===== src/source/lc3b_pkg.sv =====
package lc3b_pkg;

	typedef logic [15:0] lc3b_word;
	typedef logic [2:0] lc3b_reg;
	typedef logic [2:0] lc3b_nzp;
	typedef logic [3:0] lc3b_imm4;

	// LC-3b opcode field values
	typedef enum logic [3:0] {
		op_br   = 4'b0000,
		op_add  = 4'b0001,
		op_ldb  = 4'b0010,
		op_stb  = 4'b0011,
		op_jsr  = 4'b0100,
		op_and  = 4'b0101,
		op_ldr  = 4'b0110,
		op_str  = 4'b0111,
		op_rti  = 4'b1000,
		op_not  = 4'b1001,
		op_ldi  = 4'b1010,
		op_sti  = 4'b1011,
		op_jmp  = 4'b1100,
		op_shf  = 4'b1101,
		op_lea  = 4'b1110,
		op_trap = 4'b1111
	} lc3b_opcode;

	typedef enum logic [2:0] {
		alu_add,
		alu_and,
		alu_not,
		alu_sll,
		alu_srl,
		alu_sra
	} lc3b_aluop;

	localparam int num_regs = 8;

	// zero flag set after reset
	localparam lc3b_nzp cc_reset = 3'b010;

endpackage : lc3b_pkg


===== src/source/lc3b_result_if.sv =====
`timescale 1ns/100ps

interface lc3b_result_if;
	import lc3b_pkg::*;

	logic valid;
	logic write_en;
	lc3b_reg dest;
	lc3b_word data;

	modport source (
		output valid,
		output write_en,
		output dest,
		output data
	);

	modport sink (
		input valid,
		input write_en,
		input dest,
		input data
	);

endinterface : lc3b_result_if


===== src/source/lc3b_regfile.sv =====
`timescale 1ns/100ps

module lc3b_regfile
(
	input logic clk,
	input logic rst,
	input lc3b_pkg::lc3b_reg src_a,
	input lc3b_pkg::lc3b_reg src_b,
	output lc3b_pkg::lc3b_word reg_a,
	output lc3b_pkg::lc3b_word reg_b,
	lc3b_result_if.sink wr
);
	import lc3b_pkg::*;

	lc3b_word regs [num_regs];
	logic wr_active;

	assign wr_active = wr.valid && wr.write_en;

	always_ff @(posedge clk) begin
		if (rst) begin
			for (int i = 0; i < num_regs; i++) begin
				regs[i] <= '0;
			end
		end else if (wr_active) begin
			regs[wr.dest] <= wr.data;
		end
	end

	// write-through so the instruction three behind sees this write
	always_comb begin
		reg_a = regs[src_a];
		reg_b = regs[src_b];
		if (wr_active && wr.dest == src_a) begin
			reg_a = wr.data;
		end
		if (wr_active && wr.dest == src_b) begin
			reg_b = wr.data;
		end
	end

endmodule : lc3b_regfile


===== src/source/lc3b_decode.sv =====
`timescale 1ns/100ps

module lc3b_decode
(
	input logic clk,
	input logic rst,
	input logic instr_valid,
	input lc3b_pkg::lc3b_word instr,

	output lc3b_pkg::lc3b_reg src_a,
	output lc3b_pkg::lc3b_reg src_b,
	input lc3b_pkg::lc3b_word reg_a,
	input lc3b_pkg::lc3b_word reg_b,

	output logic id_ex_valid,
	output logic id_ex_write,
	output lc3b_pkg::lc3b_aluop id_ex_aluop,
	output lc3b_pkg::lc3b_reg id_ex_dest,
	output lc3b_pkg::lc3b_reg id_ex_sr1,
	output lc3b_pkg::lc3b_reg id_ex_sr2,
	output lc3b_pkg::lc3b_word id_ex_a,
	output lc3b_pkg::lc3b_word id_ex_b,
	output logic id_ex_imm_sel,
	output lc3b_pkg::lc3b_word id_ex_imm
);
	import lc3b_pkg::*;

	logic if_id_valid;
	lc3b_word if_id_instr;

	lc3b_opcode opcode;
	lc3b_reg dest;
	lc3b_word imm5_ext;
	lc3b_imm4 shamt;
	logic dec_write;
	lc3b_aluop dec_aluop;
	logic dec_imm_sel;
	lc3b_word dec_imm;

	// IF/ID
	always_ff @(posedge clk) begin
		if (rst) begin
			if_id_valid <= 1'b0;
		end else begin
			if_id_valid <= instr_valid;
		end
		if_id_instr <= instr;
	end

	assign opcode = lc3b_opcode'(if_id_instr[15:12]);
	assign dest = if_id_instr[11:9];
	assign src_a = if_id_instr[8:6];
	assign src_b = if_id_instr[2:0];
	assign imm5_ext = {{11{if_id_instr[4]}}, if_id_instr[4:0]};
	assign shamt = if_id_instr[3:0];

	always_comb begin
		dec_write = 1'b0;
		dec_aluop = alu_add;
		dec_imm_sel = 1'b0;
		dec_imm = imm5_ext;
		case (opcode)
			op_add: begin
				dec_write = 1'b1;
				dec_aluop = alu_add;
				dec_imm_sel = if_id_instr[5];
			end
			op_and: begin
				dec_write = 1'b1;
				dec_aluop = alu_and;
				dec_imm_sel = if_id_instr[5];
			end
			op_not: begin
				dec_write = 1'b1;
				dec_aluop = alu_not;
			end
			op_shf: begin
				dec_write = 1'b1;
				dec_imm_sel = 1'b1;
				dec_imm = {12'h000, shamt};
				// bit 4 right, bit 5 arithmetic
				if (!if_id_instr[4]) begin
					dec_aluop = alu_sll;
				end else if (if_id_instr[5]) begin
					dec_aluop = alu_sra;
				end else begin
					dec_aluop = alu_srl;
				end
			end
			default: begin
				// everything else is a bubble
				dec_write = 1'b0;
			end
		endcase
	end

	// ID/EX
	always_ff @(posedge clk) begin
		if (rst) begin
			id_ex_valid <= 1'b0;
			id_ex_write <= 1'b0;
		end else begin
			id_ex_valid <= if_id_valid;
			id_ex_write <= if_id_valid && dec_write;
		end
		id_ex_aluop <= dec_aluop;
		id_ex_dest <= dest;
		id_ex_sr1 <= src_a;
		id_ex_sr2 <= src_b;
		id_ex_a <= reg_a;
		id_ex_b <= reg_b;
		id_ex_imm_sel <= dec_imm_sel;
		id_ex_imm <= dec_imm;
	end

endmodule : lc3b_decode


===== src/source/lc3b_execute.sv =====
`timescale 1ns/100ps

module lc3b_execute
(
	input logic clk,
	input logic rst,

	input logic id_ex_valid,
	input logic id_ex_write,
	input lc3b_pkg::lc3b_aluop id_ex_aluop,
	input lc3b_pkg::lc3b_reg id_ex_dest,
	input lc3b_pkg::lc3b_reg id_ex_sr1,
	input lc3b_pkg::lc3b_reg id_ex_sr2,
	input lc3b_pkg::lc3b_word id_ex_a,
	input lc3b_pkg::lc3b_word id_ex_b,
	input logic id_ex_imm_sel,
	input lc3b_pkg::lc3b_word id_ex_imm,

	lc3b_result_if.source ex_mem_res,
	lc3b_result_if.sink mem_wb_res
);
	import lc3b_pkg::*;

	logic ex_hit_ok;
	logic mem_hit_ok;
	lc3b_word fwd_a;
	lc3b_word fwd_b;
	lc3b_word op_a;
	lc3b_word op_b;
	lc3b_imm4 shamt;
	lc3b_word alu_out;

	// EX/MEM is read back from its own outputs
	assign ex_hit_ok = ex_mem_res.valid && ex_mem_res.write_en;
	assign mem_hit_ok = mem_wb_res.valid && mem_wb_res.write_en;

	// younger result wins
	function automatic lc3b_word forward_sel(
		input lc3b_reg src,
		input lc3b_word fallback
	);
		lc3b_word result;
		result = fallback;
		if (ex_hit_ok && ex_mem_res.dest == src) begin
			result = ex_mem_res.data;
		end else if (mem_hit_ok && mem_wb_res.dest == src) begin
			result = mem_wb_res.data;
		end
		return result;
	endfunction

	always_comb begin
		fwd_a = forward_sel(id_ex_sr1, id_ex_a);
		fwd_b = forward_sel(id_ex_sr2, id_ex_b);
	end

	assign op_a = fwd_a;
	// immediate never gets forwarded over
	assign op_b = id_ex_imm_sel ? id_ex_imm : fwd_b;
	assign shamt = op_b[3:0];

	always_comb begin
		case (id_ex_aluop)
			alu_add: begin
				alu_out = op_a + op_b;
			end
			alu_and: begin
				alu_out = op_a & op_b;
			end
			alu_not: begin
				alu_out = ~op_a;
			end
			alu_sll: begin
				alu_out = op_a << shamt;
			end
			alu_srl: begin
				alu_out = op_a >> shamt;
			end
			alu_sra: begin
				alu_out = lc3b_word'($signed(op_a) >>> shamt);
			end
			default: begin
				alu_out = op_a;
			end
		endcase
	end

	// EX/MEM
	always_ff @(posedge clk) begin
		if (rst) begin
			ex_mem_res.valid <= 1'b0;
			ex_mem_res.write_en <= 1'b0;
		end else begin
			ex_mem_res.valid <= id_ex_valid;
			ex_mem_res.write_en <= id_ex_write;
		end
		ex_mem_res.dest <= id_ex_dest;
		ex_mem_res.data <= alu_out;
	end

endmodule : lc3b_execute


===== src/source/lc3b_writeback.sv =====
`timescale 1ns/100ps

module lc3b_writeback
(
	input logic clk,
	input logic rst,
	lc3b_result_if.sink ex_mem_res,
	lc3b_result_if.source mem_wb_res,
	output lc3b_pkg::lc3b_nzp cc
);
	import lc3b_pkg::*;

	logic load_cc;
	lc3b_nzp gen_cc;

	assign load_cc = ex_mem_res.valid && ex_mem_res.write_en;

	// gencc on the data headed for MEM/WB
	always_comb begin
		if (ex_mem_res.data[15]) begin
			gen_cc = 3'b100;
		end else if (ex_mem_res.data == '0) begin
			gen_cc = 3'b010;
		end else begin
			gen_cc = 3'b001;
		end
	end

	always_ff @(posedge clk) begin
		if (rst) begin
			cc <= cc_reset;
		end else if (load_cc) begin
			cc <= gen_cc;
		end
	end

	// MEM/WB
	always_ff @(posedge clk) begin
		if (rst) begin
			mem_wb_res.valid <= 1'b0;
			mem_wb_res.write_en <= 1'b0;
		end else begin
			mem_wb_res.valid <= ex_mem_res.valid;
			mem_wb_res.write_en <= ex_mem_res.write_en;
		end
		mem_wb_res.dest <= ex_mem_res.dest;
		mem_wb_res.data <= ex_mem_res.data;
	end

endmodule : lc3b_writeback


===== src/source/lc3b_int_pipeline.sv =====
`timescale 1ns/100ps

module lc3b_int_pipeline
(
	input logic clk,
	input logic rst,
	input logic instr_valid,
	input lc3b_pkg::lc3b_word instr,
	output logic wb_valid,
	output lc3b_pkg::lc3b_reg wb_dest,
	output lc3b_pkg::lc3b_word wb_data,
	output lc3b_pkg::lc3b_nzp cc
);
	import lc3b_pkg::*;

	lc3b_reg src_a;
	lc3b_reg src_b;
	lc3b_word reg_a;
	lc3b_word reg_b;

	logic id_ex_valid;
	logic id_ex_write;
	lc3b_aluop id_ex_aluop;
	lc3b_reg id_ex_dest;
	lc3b_reg id_ex_sr1;
	lc3b_reg id_ex_sr2;
	lc3b_word id_ex_a;
	lc3b_word id_ex_b;
	logic id_ex_imm_sel;
	lc3b_word id_ex_imm;

	lc3b_result_if ex_mem_res ();
	lc3b_result_if mem_wb_res ();

	lc3b_decode lc3b_decode_inst (
		.clk,
		.rst,
		.instr_valid,
		.instr,
		.src_a,
		.src_b,
		.reg_a,
		.reg_b,
		.id_ex_valid,
		.id_ex_write,
		.id_ex_aluop,
		.id_ex_dest,
		.id_ex_sr1,
		.id_ex_sr2,
		.id_ex_a,
		.id_ex_b,
		.id_ex_imm_sel,
		.id_ex_imm
	);

	lc3b_regfile lc3b_regfile_inst (
		.clk,
		.rst,
		.src_a,
		.src_b,
		.reg_a,
		.reg_b,
		.wr(mem_wb_res.sink)
	);

	lc3b_execute lc3b_execute_inst (
		.clk,
		.rst,
		.id_ex_valid,
		.id_ex_write,
		.id_ex_aluop,
		.id_ex_dest,
		.id_ex_sr1,
		.id_ex_sr2,
		.id_ex_a,
		.id_ex_b,
		.id_ex_imm_sel,
		.id_ex_imm,
		.ex_mem_res(ex_mem_res.source),
		.mem_wb_res(mem_wb_res.sink)
	);

	lc3b_writeback lc3b_writeback_inst (
		.clk,
		.rst,
		.ex_mem_res(ex_mem_res.sink),
		.mem_wb_res(mem_wb_res.source),
		.cc
	);

	// only register writes leave the pipeline as results
	assign wb_valid = mem_wb_res.valid && mem_wb_res.write_en;
	assign wb_dest = mem_wb_res.dest;
	assign wb_data = mem_wb_res.data;

endmodule : lc3b_int_pipeline


===== config.mk =====
export PLATFORM = sky130hd
export DESIGN_NAME = lc3b_int_pipeline
export DESIGN_NICKNAME = d
export VERILOG_FILES = /design/src/source/lc3b_pkg.sv /design/src/source/lc3b_result_if.sv /design/src/source/lc3b_regfile.sv /design/src/source/lc3b_decode.sv /design/src/source/lc3b_execute.sv /design/src/source/lc3b_writeback.sv /design/src/source/lc3b_int_pipeline.sv
export SDC_FILE = /design/constraint.sdc
export NUM_CORES = 1
export LEC_CHECK = 0
export BUFFER_PORTS_ARGS = -buffer_cell sky130_fd_sc_hd__clkbuf_2
export CORE_UTILIZATION = 45
export CTS_BUF_LIST = sky130_fd_sc_hd__clkbuf_4 sky130_fd_sc_hd__clkbuf_8 sky130_fd_sc_hd__clkbuf_16
export DETAILED_ROUTE_END_ITERATION = 10
export SYNTH_ARGS = -nofsm -noshare
export SYNTH_HDL_FRONTEND = slang
export SYNTH_SLANG_ARGS = --single-unit

===== constraint.sdc =====
create_clock -name clk -period 11.1 [get_ports clk]
set_input_delay 0.555 -clock clk [delete_from_list [all_inputs] [get_ports clk]]
set_output_delay 0.555 -clock clk [all_outputs]
set_load 0.01 [all_outputs]

==> metrics.txt, run 1 <==
# TYPE chip_impl_metric gauge
chip_impl_info{name="startpoint_class_of_the_critical_path",value="flop"} 1
chip_impl_metric{name="slew-limit-headroom",unit=""} 0.367
chip_impl_metric{name="numPlacedInstances",unit=""} 1586
chip_impl_metric{name="gp_congestion",unit=""} 0.981
chip_impl_info{name="clock-root-buffer",value="sky130_fd_sc_hd__clkbuf_16"} 1
chip_impl_metric{name="maxSlewViolCount",unit=""} 0
chip_impl_metric{name="routed_wirelength",unit="um"} 38500
chip_impl_metric{name="drt-pass1-iter-count",unit=""} 5
chip_impl_info{name="ys.flop_type",value="sky130_fd_sc_hd__edfxtp_1"} 1
chip_impl_metric{name="crit_arrival",unit="ns"} 5.89
chip_impl_metric{name="initial_utilization",unit=""} 0.463
chip_impl_metric{name="critPathRequiredTime",unit="ns"} 11.57
chip_impl_metric{name="mappedNetlistNets",unit=""} 1277
chip_impl_metric{name="clk_transition_reported_paths",unit="ns"} 0.07
chip_impl_metric{name="ant_nets",unit=""} 0
chip_impl_metric{name="finalClockSkew",unit="ns"} 0.0137
chip_impl_metric{name="syn_to_final_growth",unit="%"} 10.2
chip_impl_metric{name="max_clock_freq",unit="MHz"} 184
chip_impl_metric{name="cts-resized-gates",unit=""} 0
chip_impl_metric{name="cts_htree_levels",unit=""} 1
chip_impl_metric{name="synth_cell_type_count",unit=""} 78
chip_impl_metric{name="finalSetupTns",unit="ns"} 0
chip_impl_metric{name="syn_inst",unit=""} 1242
chip_impl_info{name="worstHoldEndpoint",value="lc3b_decode_inst.if_id_instr[7]"} 1
chip_impl_metric{name="route.detailed.drc",unit=""} 0
chip_impl_info{name="holdCritStartpoint",value="instr[7]"} 1
chip_impl_info{name="grt_setup_unrepaired",value="false"} 1
chip_impl_info{name="endpoint_kind",value="flop"} 1
chip_impl_metric{name="min_period",unit="ns"} 5.42
chip_impl_metric{name="power.leakage",unit="nW"} 5.59
chip_impl_metric{name="fp.dieArea",unit="um2"} 30600
chip_impl_metric{name="core_area",unit="um2"} 29100
chip_impl_metric{name="die-height",unit="um"} 175
chip_impl_info{name="r2r-end",value="lc3b_execute_inst.ex_mem_res.data[10]"} 1
chip_impl_metric{name="quantity_of_hold_fixing_buffers_added_after_cts",unit=""} 0
chip_impl_metric{name="drt_iter0_drc",unit=""} 1102
chip_impl_metric{name="detail_route.wl_per_cell",unit="um"} 23.6
chip_impl_metric{name="grt_start_max_net_pins",unit=""} 37
chip_impl_metric{name="detailroute.via_count",unit=""} 9782
chip_impl_metric{name="final-setup-viol-count",unit=""} 0
chip_impl_metric{name="overflow",unit=""} 0
chip_impl_metric{name="timing.final.hold_violations",unit=""} 0
chip_impl_metric{name="grt_antenna_before_repair",unit=""} 0
chip_impl_metric{name="finish.cell_count_without_fillers",unit=""} 1634
chip_impl_metric{name="cts.sink_count",unit=""} 239
chip_impl_metric{name="core.rowCount",unit=""} 62
chip_impl_metric{name="first_global_vias",unit=""} 9447
chip_impl_metric{name="layout-drive-gt1-share",unit=""} 0.188
chip_impl_metric{name="critPathMaxFanout",unit=""} 32
chip_impl_metric{name="synth_register_bits",unit=""} 239
chip_impl_metric{name="io_buffer_count",unit=""} 41
chip_impl_metric{name="clk-insertion-delay-late",unit="ns"} 0.54
chip_impl_metric{name="detail_route.vias_per_cell",unit=""} 5.99
chip_impl_metric{name="max-cap-violations",unit=""} 0
chip_impl_metric{name="tightestPinTransition",unit="ns"} 0.949
chip_impl_metric{name="power_density",unit="nW/um2"} 167
chip_impl_metric{name="floorplan.die.width",unit="um"} 175
chip_impl_metric{name="track_usage",unit=""} 0.254
chip_impl_metric{name="synth_async_sr_flop_share",unit=""} 0
chip_impl_metric{name="r2r.worst_path.cells",unit=""} 17
chip_impl_info{name="hold_path.class",value="input port to flop"} 1
chip_impl_info{name="tritoncts_clock_tree",value="built"} 1
chip_impl_metric{name="period_share",unit=""} 0.488
chip_impl_metric{name="dpl.hpwl",unit="um"} 25000
chip_impl_metric{name="maximum_buffer_depth_of_the_clock_tree",unit=""} 3
chip_impl_metric{name="post_cts.repair.setup_buffers",unit=""} 0
chip_impl_metric{name="io_pins",unit=""} 42
chip_impl_metric{name="seq_area_frac_synth",unit=""} 0.451
chip_impl_metric{name="synthesis.area",unit="um2"} 13500
chip_impl_metric{name="cts_inserted_buffers",unit=""} 26
chip_impl_metric{name="max-vdd-ir-drop",unit="mV"} 0.115
chip_impl_metric{name="hold_depth",unit=""} 1
chip_impl_metric{name="diode_insertion_count_for_antenna_repair",unit=""} 0
chip_impl_info{name="status",value="finished clean"} 1
chip_impl_info{name="setup.worst_path.class",value="flop to flop"} 1
chip_impl_metric{name="design.final.nets",unit=""} 1265
chip_impl_metric{name="regToRegSetupSlack",unit="ns"} 5.68
chip_impl_metric{name="ys_warn_count",unit=""} 0
chip_impl_metric{name="number_of_enable_flip_flop_cells_after_synthesis",unit=""} 128
chip_impl_info{name="r2r_start",value="lc3b_writeback_inst.mem_wb_res.dest[1]"} 1
chip_impl_metric{name="grt_first_pass_wirelength",unit="um"} 58600
chip_impl_metric{name="mean_instance_size_in_the_synthesized_netlist",unit="um2"} 10.8
-- metrics by stage --
step	hold WS [ns]	setup slack [ns]	instance area (um2)	power, mW	util
6_report	0.113	5.68	14800	2.48	0.510
5_1_grt	0.0917	5.23	14800	2.58	0.510
3_5_place_dp	0.314	5.73	13900	1.58	0.478
2_1_floorplan	0.310	6.89	13500	1.41	-
3_3_place_gp	0.316	5.81	13900	1.58	0.478
4_1_cts	0.0967	5.72	14800	2.49	0.510
-- worst max path at each step --
stage / startpoint / endpoint / depth (start not counted)
3_3_place_gp: lc3b_writeback_inst.mem_wb_res.dest[1] / lc3b_execute_inst.ex_mem_res.data[10] / 17
4_1_cts: lc3b_writeback_inst.mem_wb_res.dest[1] / lc3b_execute_inst.ex_mem_res.data[10] / 17
3_5_place_dp: lc3b_writeback_inst.mem_wb_res.dest[1] / lc3b_execute_inst.ex_mem_res.data[10] / 17
6_report: lc3b_writeback_inst.mem_wb_res.dest[1] / lc3b_execute_inst.ex_mem_res.data[10] / 17
5_1_grt: lc3b_writeback_inst.mem_wb_res.dest[1] / lc3b_execute_inst.ex_mem_res.data[10] / 17
2_1_floorplan: lc3b_writeback_inst.mem_wb_res.dest[1] / lc3b_execute_inst.ex_mem_res.data[10] / 21
-- critical path, cell delays in order (launching register included) --
cell	delay, ns
sky130_fd_sc_hd__dfxtp_1	0.63
sky130_fd_sc_hd__xnor2_2	0.21
sky130_fd_sc_hd__and4_1	0.78
sky130_fd_sc_hd__a211oi_1	0.18
sky130_fd_sc_hd__o31a_1	0.33
sky130_fd_sc_hd__buf_4	0.25
sky130_fd_sc_hd__inv_1	0.58
sky130_fd_sc_hd__ha_1	0.42
sky130_fd_sc_hd__o21a_1	0.19
sky130_fd_sc_hd__o21ai_0	0.19
sky130_fd_sc_hd__a21oi_1	0.13
sky130_fd_sc_hd__a311o_1	0.34
sky130_fd_sc_hd__a31oi_2	0.31
sky130_fd_sc_hd__o211ai_1	0.18
sky130_fd_sc_hd__o31ai_1	0.27
sky130_fd_sc_hd__xnor2_1	0.15
sky130_fd_sc_hd__nand2_1	0.06
sky130_fd_sc_hd__a31oi_1	0.15
-- flip-flops by register name, summed over array words and instances (netlist names), 16 cells and up --
signal                               count
lc3b_writeback_inst.mem_wb_res.data     16
lc3b_decode_inst.id_ex_a                16
lc3b_decode_inst.if_id_instr            16
lc3b_execute_inst.ex_mem_res.data       16
lc3b_decode_inst.id_ex_b                16
lc3b_regfile_inst.regs                 128
-- kinds of logic after synthesis --
logic type      count (synthesis)  synth area share
mux                           180             0.198
buf+inv                       115            0.0364
xor+xnor                       29            0.0205
compound gates                243             0.121
flops                         239             0.451
fa+ha+maj                      17            0.0156
simple gates                  419             0.158
-- Yosys cell counts, types with 19 or more instances --
library cell / n / area share
sky130_fd_sc_hd__nand2_1: 135 / 0.038
sky130_fd_sc_hd__and2_1: 133 / 0.062
sky130_fd_sc_hd__nor2_1: 58 / 0.016
sky130_fd_sc_hd__mux2i_1: 101 / 0.075
sky130_fd_sc_hd__o21ai_0: 72 / 0.027
sky130_fd_sc_hd__a21oi_1: 47 / 0.017
sky130_fd_sc_hd__mux4_2: 68 / 0.11
sky130_fd_sc_hd__edfxtp_1: 128 / 0.29
sky130_fd_sc_hd__clkbuf_1: 73 / 0.020
sky130_fd_sc_hd__nand3_1: 25 / 0.0093
sky130_fd_sc_hd__dfxtp_1: 111 / 0.17
sky130_fd_sc_hd__xor2_1: 19 / 0.012
-- power by group --
part           switching, mW  internal (mW)  total, mW
clock network          0.359          0.553      0.913
logic                  0.256          0.175      0.431
registers              0.130           1.00       1.13
total                  0.746           1.73       2.48
-- per-layer routing --
metal  track usage  part of all wire
met2         0.431              0.49
met5             0                 0
met1         0.342              0.42
met3        0.0255             0.051
met4        0.0826             0.031
-- area by class of cell --
cell class	instances	area, um2
Fill cell	2615	14300
Inverter	13	48.8
Clock buffer	37	805
Clock inverter	11	120
Sequential cell	239	6070
Tap cell	384	480
Multi-Input combinational cell	888	6950
Timing Repair Buffer	62	363
-- cells in the final DEF (no fill, tap or decap), types with 4 or more instances in the layout --
master / instances
sky130_fd_sc_hd__ha_1: 16
sky130_fd_sc_hd__a41oi_1: 7
sky130_fd_sc_hd__nor3_1: 13
sky130_fd_sc_hd__a31oi_1: 10
sky130_fd_sc_hd__mux4_2: 68
sky130_fd_sc_hd__o221ai_1: 5
sky130_fd_sc_hd__o21ai_0: 72
sky130_fd_sc_hd__nor2_1: 52
sky130_fd_sc_hd__o22ai_1: 5
sky130_fd_sc_hd__nor2b_1: 11
sky130_fd_sc_hd__mux2_2: 8
sky130_fd_sc_hd__o21ai_2: 12
sky130_fd_sc_hd__edfxtp_1: 128
sky130_fd_sc_hd__dfxtp_1: 109
sky130_fd_sc_hd__nor2_2: 7
sky130_fd_sc_hd__nand2_1: 135
sky130_fd_sc_hd__o211ai_1: 14
sky130_fd_sc_hd__clkbuf_4: 5
sky130_fd_sc_hd__a22oi_1: 12
sky130_fd_sc_hd__xnor2_1: 7
sky130_fd_sc_hd__or2_2: 10
sky130_fd_sc_hd__o31ai_1: 6
sky130_fd_sc_hd__a21oi_1: 47
sky130_fd_sc_hd__clkbuf_16: 29
sky130_fd_sc_hd__nand2b_1: 7
sky130_fd_sc_hd__and2_1: 133
sky130_fd_sc_hd__a211o_1: 4
sky130_fd_sc_hd__xor2_1: 19
sky130_fd_sc_hd__clkbuf_2: 41
sky130_fd_sc_hd__buf_4: 21
sky130_fd_sc_hd__a211oi_1: 5
sky130_fd_sc_hd__mux2i_1: 101
sky130_fd_sc_hd__nor4_1: 7
sky130_fd_sc_hd__clkinv_2: 4
sky130_fd_sc_hd__o21ai_1: 6
sky130_fd_sc_hd__nand3_1: 25
sky130_fd_sc_hd__inv_1: 12
Note: power is estimated with default switching activity, not from simulation.
==> run 2: changes to the inputs <==
==> constraint.sdc (replaced) <==
create_clock -name clk -period 4.9 [get_ports clk]
set_input_delay 0.245 -clock clk [delete_from_list [all_inputs] [get_ports clk]]
set_output_delay 0.245 -clock clk [all_outputs]
set_load 0.01 [all_outputs]
==> metrics.txt, run 2 (same netlist as run 1, synthesis figures left out) <==
# TYPE chip_impl_metric gauge
chip_impl_info{name="status",value="finished clean"} 1
chip_impl_metric{name="design.final.nets",unit=""} 1295
chip_impl_metric{name="share_clk_of_total_power",unit=""} 0.360
chip_impl_metric{name="gp_congestion",unit=""} 0.918
chip_impl_metric{name="detailed_place.area",unit="um2"} 14000
chip_impl_metric{name="core.rowCount",unit=""} 62
chip_impl_info{name="grt_setup_unrepaired",value="false"} 1
chip_impl_metric{name="tightestPinTransition",unit="ns"} 0.965
chip_impl_metric{name="drt-pass1-iter-count",unit=""} 5
chip_impl_metric{name="track_usage",unit=""} 0.255
chip_impl_metric{name="routed_wirelength",unit="um"} 38600
chip_impl_metric{name="floorplan.die.width",unit="um"} 175
chip_impl_metric{name="layout-drive-gt1-share",unit=""} 0.188
chip_impl_metric{name="max-vdd-ir-drop",unit="mV"} 0.281
chip_impl_metric{name="core_area",unit="um2"} 29100
chip_impl_info{name="tritoncts_clock_tree",value="built"} 1
chip_impl_info{name="critPathCapture",value="lc3b_execute_inst.ex_mem_res.data[14]"} 1
chip_impl_metric{name="maxSlewViolCount",unit=""} 0
chip_impl_metric{name="post_cts.repair.setup_buffers",unit=""} 0
chip_impl_info{name="leading_cell_types_in_the_layout_fill_and_taps_excluded",value="sky130_fd_sc_hd__nand2_1 (135), sky130_fd_sc_hd__and2_1 (133), sky130_fd_sc_hd__edfxtp_1 (128), sky130_fd_sc_hd__dfxtp_1 (109), sky130_fd_sc_hd__mux2i_1 (101)"} 1
chip_impl_metric{name="power.switching_fraction",unit=""} 0.303
chip_impl_metric{name="critPathRequiredTime",unit="ns"} 5.38
chip_impl_info{name="r2r_start",value="lc3b_writeback_inst.mem_wb_res.dest[1]"} 1
chip_impl_info{name="startpoint_class_of_the_critical_path",value="flop"} 1
chip_impl_metric{name="route.detailed.drc",unit=""} 0
chip_impl_metric{name="maximum_buffer_depth_of_the_clock_tree",unit=""} 3
chip_impl_metric{name="power.leakage",unit="nW"} 5.70
chip_impl_metric{name="fin_ws",unit="ns"} 0.739
chip_impl_metric{name="filler_cell_count",unit=""} 2581
chip_impl_metric{name="largest_reg_flops",unit=""} 128
chip_impl_metric{name="dpl.hpwl",unit="um"} 25500
chip_impl_metric{name="max_clock_freq",unit="MHz"} 240
chip_impl_metric{name="fin_worst_hold_slack",unit="ns"} 0.170
chip_impl_metric{name="io_pins",unit=""} 42
chip_impl_metric{name="fp.dieArea",unit="um2"} 30600
chip_impl_info{name="setup.worst_path.class",value="flop to flop"} 1
chip_impl_metric{name="power.share.combinational",unit=""} 0.176
chip_impl_metric{name="slew-limit-headroom",unit=""} 0.356
chip_impl_metric{name="cts.sink_count",unit=""} 239
chip_impl_metric{name="ant_nets",unit=""} 0
chip_impl_metric{name="cts-resized-gates",unit=""} 0
chip_impl_metric{name="cts_htree_levels",unit=""} 1
chip_impl_metric{name="critPathMaxFanout",unit=""} 10
chip_impl_metric{name="period_share",unit=""} 0.849
chip_impl_metric{name="first_global_vias",unit=""} 9829
chip_impl_metric{name="grt_first_pass_wirelength",unit="um"} 59300
chip_impl_metric{name="r2r.worst_path.cells",unit=""} 17
chip_impl_metric{name="initial_utilization",unit=""} 0.463
chip_impl_metric{name="timing.final.hold_violations",unit=""} 0
chip_impl_metric{name="clk-insertion-delay-late",unit="ns"} 0.54
chip_impl_info{name="crit_path_start",value="lc3b_writeback_inst.mem_wb_res.dest[1]"} 1
chip_impl_metric{name="drt_iter0_drc",unit=""} 1079
chip_impl_metric{name="finalClockSkew",unit="ns"} 0.0202
chip_impl_info{name="endpoint_kind",value="flop"} 1
chip_impl_metric{name="cts_inserted_buffers",unit=""} 27
chip_impl_info{name="r2r-end",value="lc3b_execute_inst.ex_mem_res.data[14]"} 1
chip_impl_metric{name="intPower",unit="mW"} 3.89
chip_impl_metric{name="die-height",unit="um"} 175
chip_impl_metric{name="detailroute.via_count",unit=""} 9813
chip_impl_metric{name="io_buffer_count",unit=""} 41
chip_impl_metric{name="overflow",unit=""} 0
chip_impl_metric{name="p_switching",unit="mW"} 1.69
chip_impl_metric{name="crit_arrival",unit="ns"} 4.64
chip_impl_metric{name="clk_transition_reported_paths",unit="ns"} 0.06
chip_impl_metric{name="detail_route.wl_per_cell",unit="um"} 23.2
chip_impl_info{name="layout_commonest_cell",value="sky130_fd_sc_hd__nand2_1"} 1
chip_impl_metric{name="pre_cts_ws",unit="ns"} 0.815
chip_impl_metric{name="quantity_of_hold_fixing_buffers_added_after_cts",unit=""} 17
chip_impl_metric{name="seqPwrFrac",unit=""} 0.464
chip_impl_metric{name="grt_start_max_net_pins",unit=""} 35
chip_impl_metric{name="finalSetupTns",unit="ns"} 0
chip_impl_metric{name="diode_insertion_count_for_antenna_repair",unit=""} 0
chip_impl_metric{name="grt_antenna_before_repair",unit=""} 0
chip_impl_metric{name="max-cap-violations",unit=""} 0
chip_impl_info{name="largest_register",value="lc3b_regfile_inst.regs"} 1
chip_impl_metric{name="regToRegSetupSlack",unit="ns"} 0.74
chip_impl_metric{name="detail_route.vias_per_cell",unit=""} 5.90
chip_impl_metric{name="final-setup-viol-count",unit=""} 0
chip_impl_metric{name="syn_to_final_growth",unit="%"} 11.8
chip_impl_metric{name="min_period",unit="ns"} 4.16
chip_impl_info{name="hold_path.class",value="input port to flop"} 1
chip_impl_metric{name="power_density",unit="nW/um2"} 371
chip_impl_metric{name="final_cell_area",unit="um2"} 15000
chip_impl_info{name="clock-root-buffer",value="sky130_fd_sc_hd__clkbuf_16"} 1
run 2: cell type report:
type | count | area [um2] | area share
clock buffer | 35 | 761 | 0.0506
clock inverter | 14 | 125 | 0.00832
inverter | 13 | 48.8 | 0.00324
multi-input combinational | 888 | 6940 | 0.461
sequential | 239 | 6070 | 0.403
tap | 384 | 480 | 0.0319
timing repair buffer | 91 | 623 | 0.0414
run 2: worst min-delay path by stage:
| stage | depth (start not counted) | end | start | slack (ns) |
|---|---|---|---|---|
| 2_1_floorplan | 0 | lc3b_decode_inst.if_id_instr[0] | instr[0] | 0.27 |
| 3_3_place_gp | 0 | lc3b_decode_inst.id_ex_dest[2] | lc3b_decode_inst.if_id_instr[11] | 0.32 |
| 3_5_place_dp | 0 | lc3b_execute_inst.ex_mem_res.dest[0] | lc3b_decode_inst.id_ex_dest[0] | 0.32 |
| 4_1_cts | 2 | lc3b_writeback_inst.cc[2] | rst | 0.14 |
| 5_1_grt | 2 | lc3b_writeback_inst.mem_wb_res.valid | rst | 0.19 |
| 6_report | 2 | lc3b_writeback_inst.cc[2] | rst | 0.17 |
run 2: per-layer routing:
layer,vias to the layer above,track usage,part of all wire
li1,4597,-,-
met1,4801,0.334,0.42
met2,347,0.441,0.49
met3,68,0.0344,0.058
met4,0,0.0717,0.026
met5,-,0,0
run 2: critical path, cell delays in order (launching register included):
cell and delay, ns:
sky130_fd_sc_hd__dfxtp_1 0.63, sky130_fd_sc_hd__xnor2_2 0.21, sky130_fd_sc_hd__and4_1 0.40, sky130_fd_sc_hd__buf_4 0.27, sky130_fd_sc_hd__mux2i_1 0.21, sky130_fd_sc_hd__nor2_1 0.06, sky130_fd_sc_hd__a21oi_1 0.12, sky130_fd_sc_hd__o21ai_0 0.10
sky130_fd_sc_hd__ha_1 0.38, sky130_fd_sc_hd__o21ai_0 0.10, sky130_fd_sc_hd__a21boi_0 0.25, sky130_fd_sc_hd__and2_1 0.18, sky130_fd_sc_hd__a31oi_2 0.15, sky130_fd_sc_hd__o2111a_1 0.32, sky130_fd_sc_hd__o31ai_1 0.33, sky130_fd_sc_hd__mux2i_1 0.22
sky130_fd_sc_hd__nand2_1 0.07, sky130_fd_sc_hd__nand3_1 0.10
run 2: stage by stage:
step | util | cells | power, mW
after global placement | 0.481 | 1598 | 3.58
after floorplan | - | 1242 | 3.19
after global routing | 0.517 | 1664 | 5.79
after detailed placement | 0.481 | 1598 | 3.57
final | 0.517 | 1664 | 5.58
after CTS | 0.517 | 1664 | 5.58
run 2: power by group through the flow:
stage                     logic, mW  clock network [mW]  registers, mW
final                         0.980                2.01           2.59
after global routing           1.06                2.11           2.61
after CTS                     0.969                2.03           2.58
after detailed placement      0.954                   0           2.62
after global placement        0.953                   0           2.62
after floorplan               0.757                   0           2.43
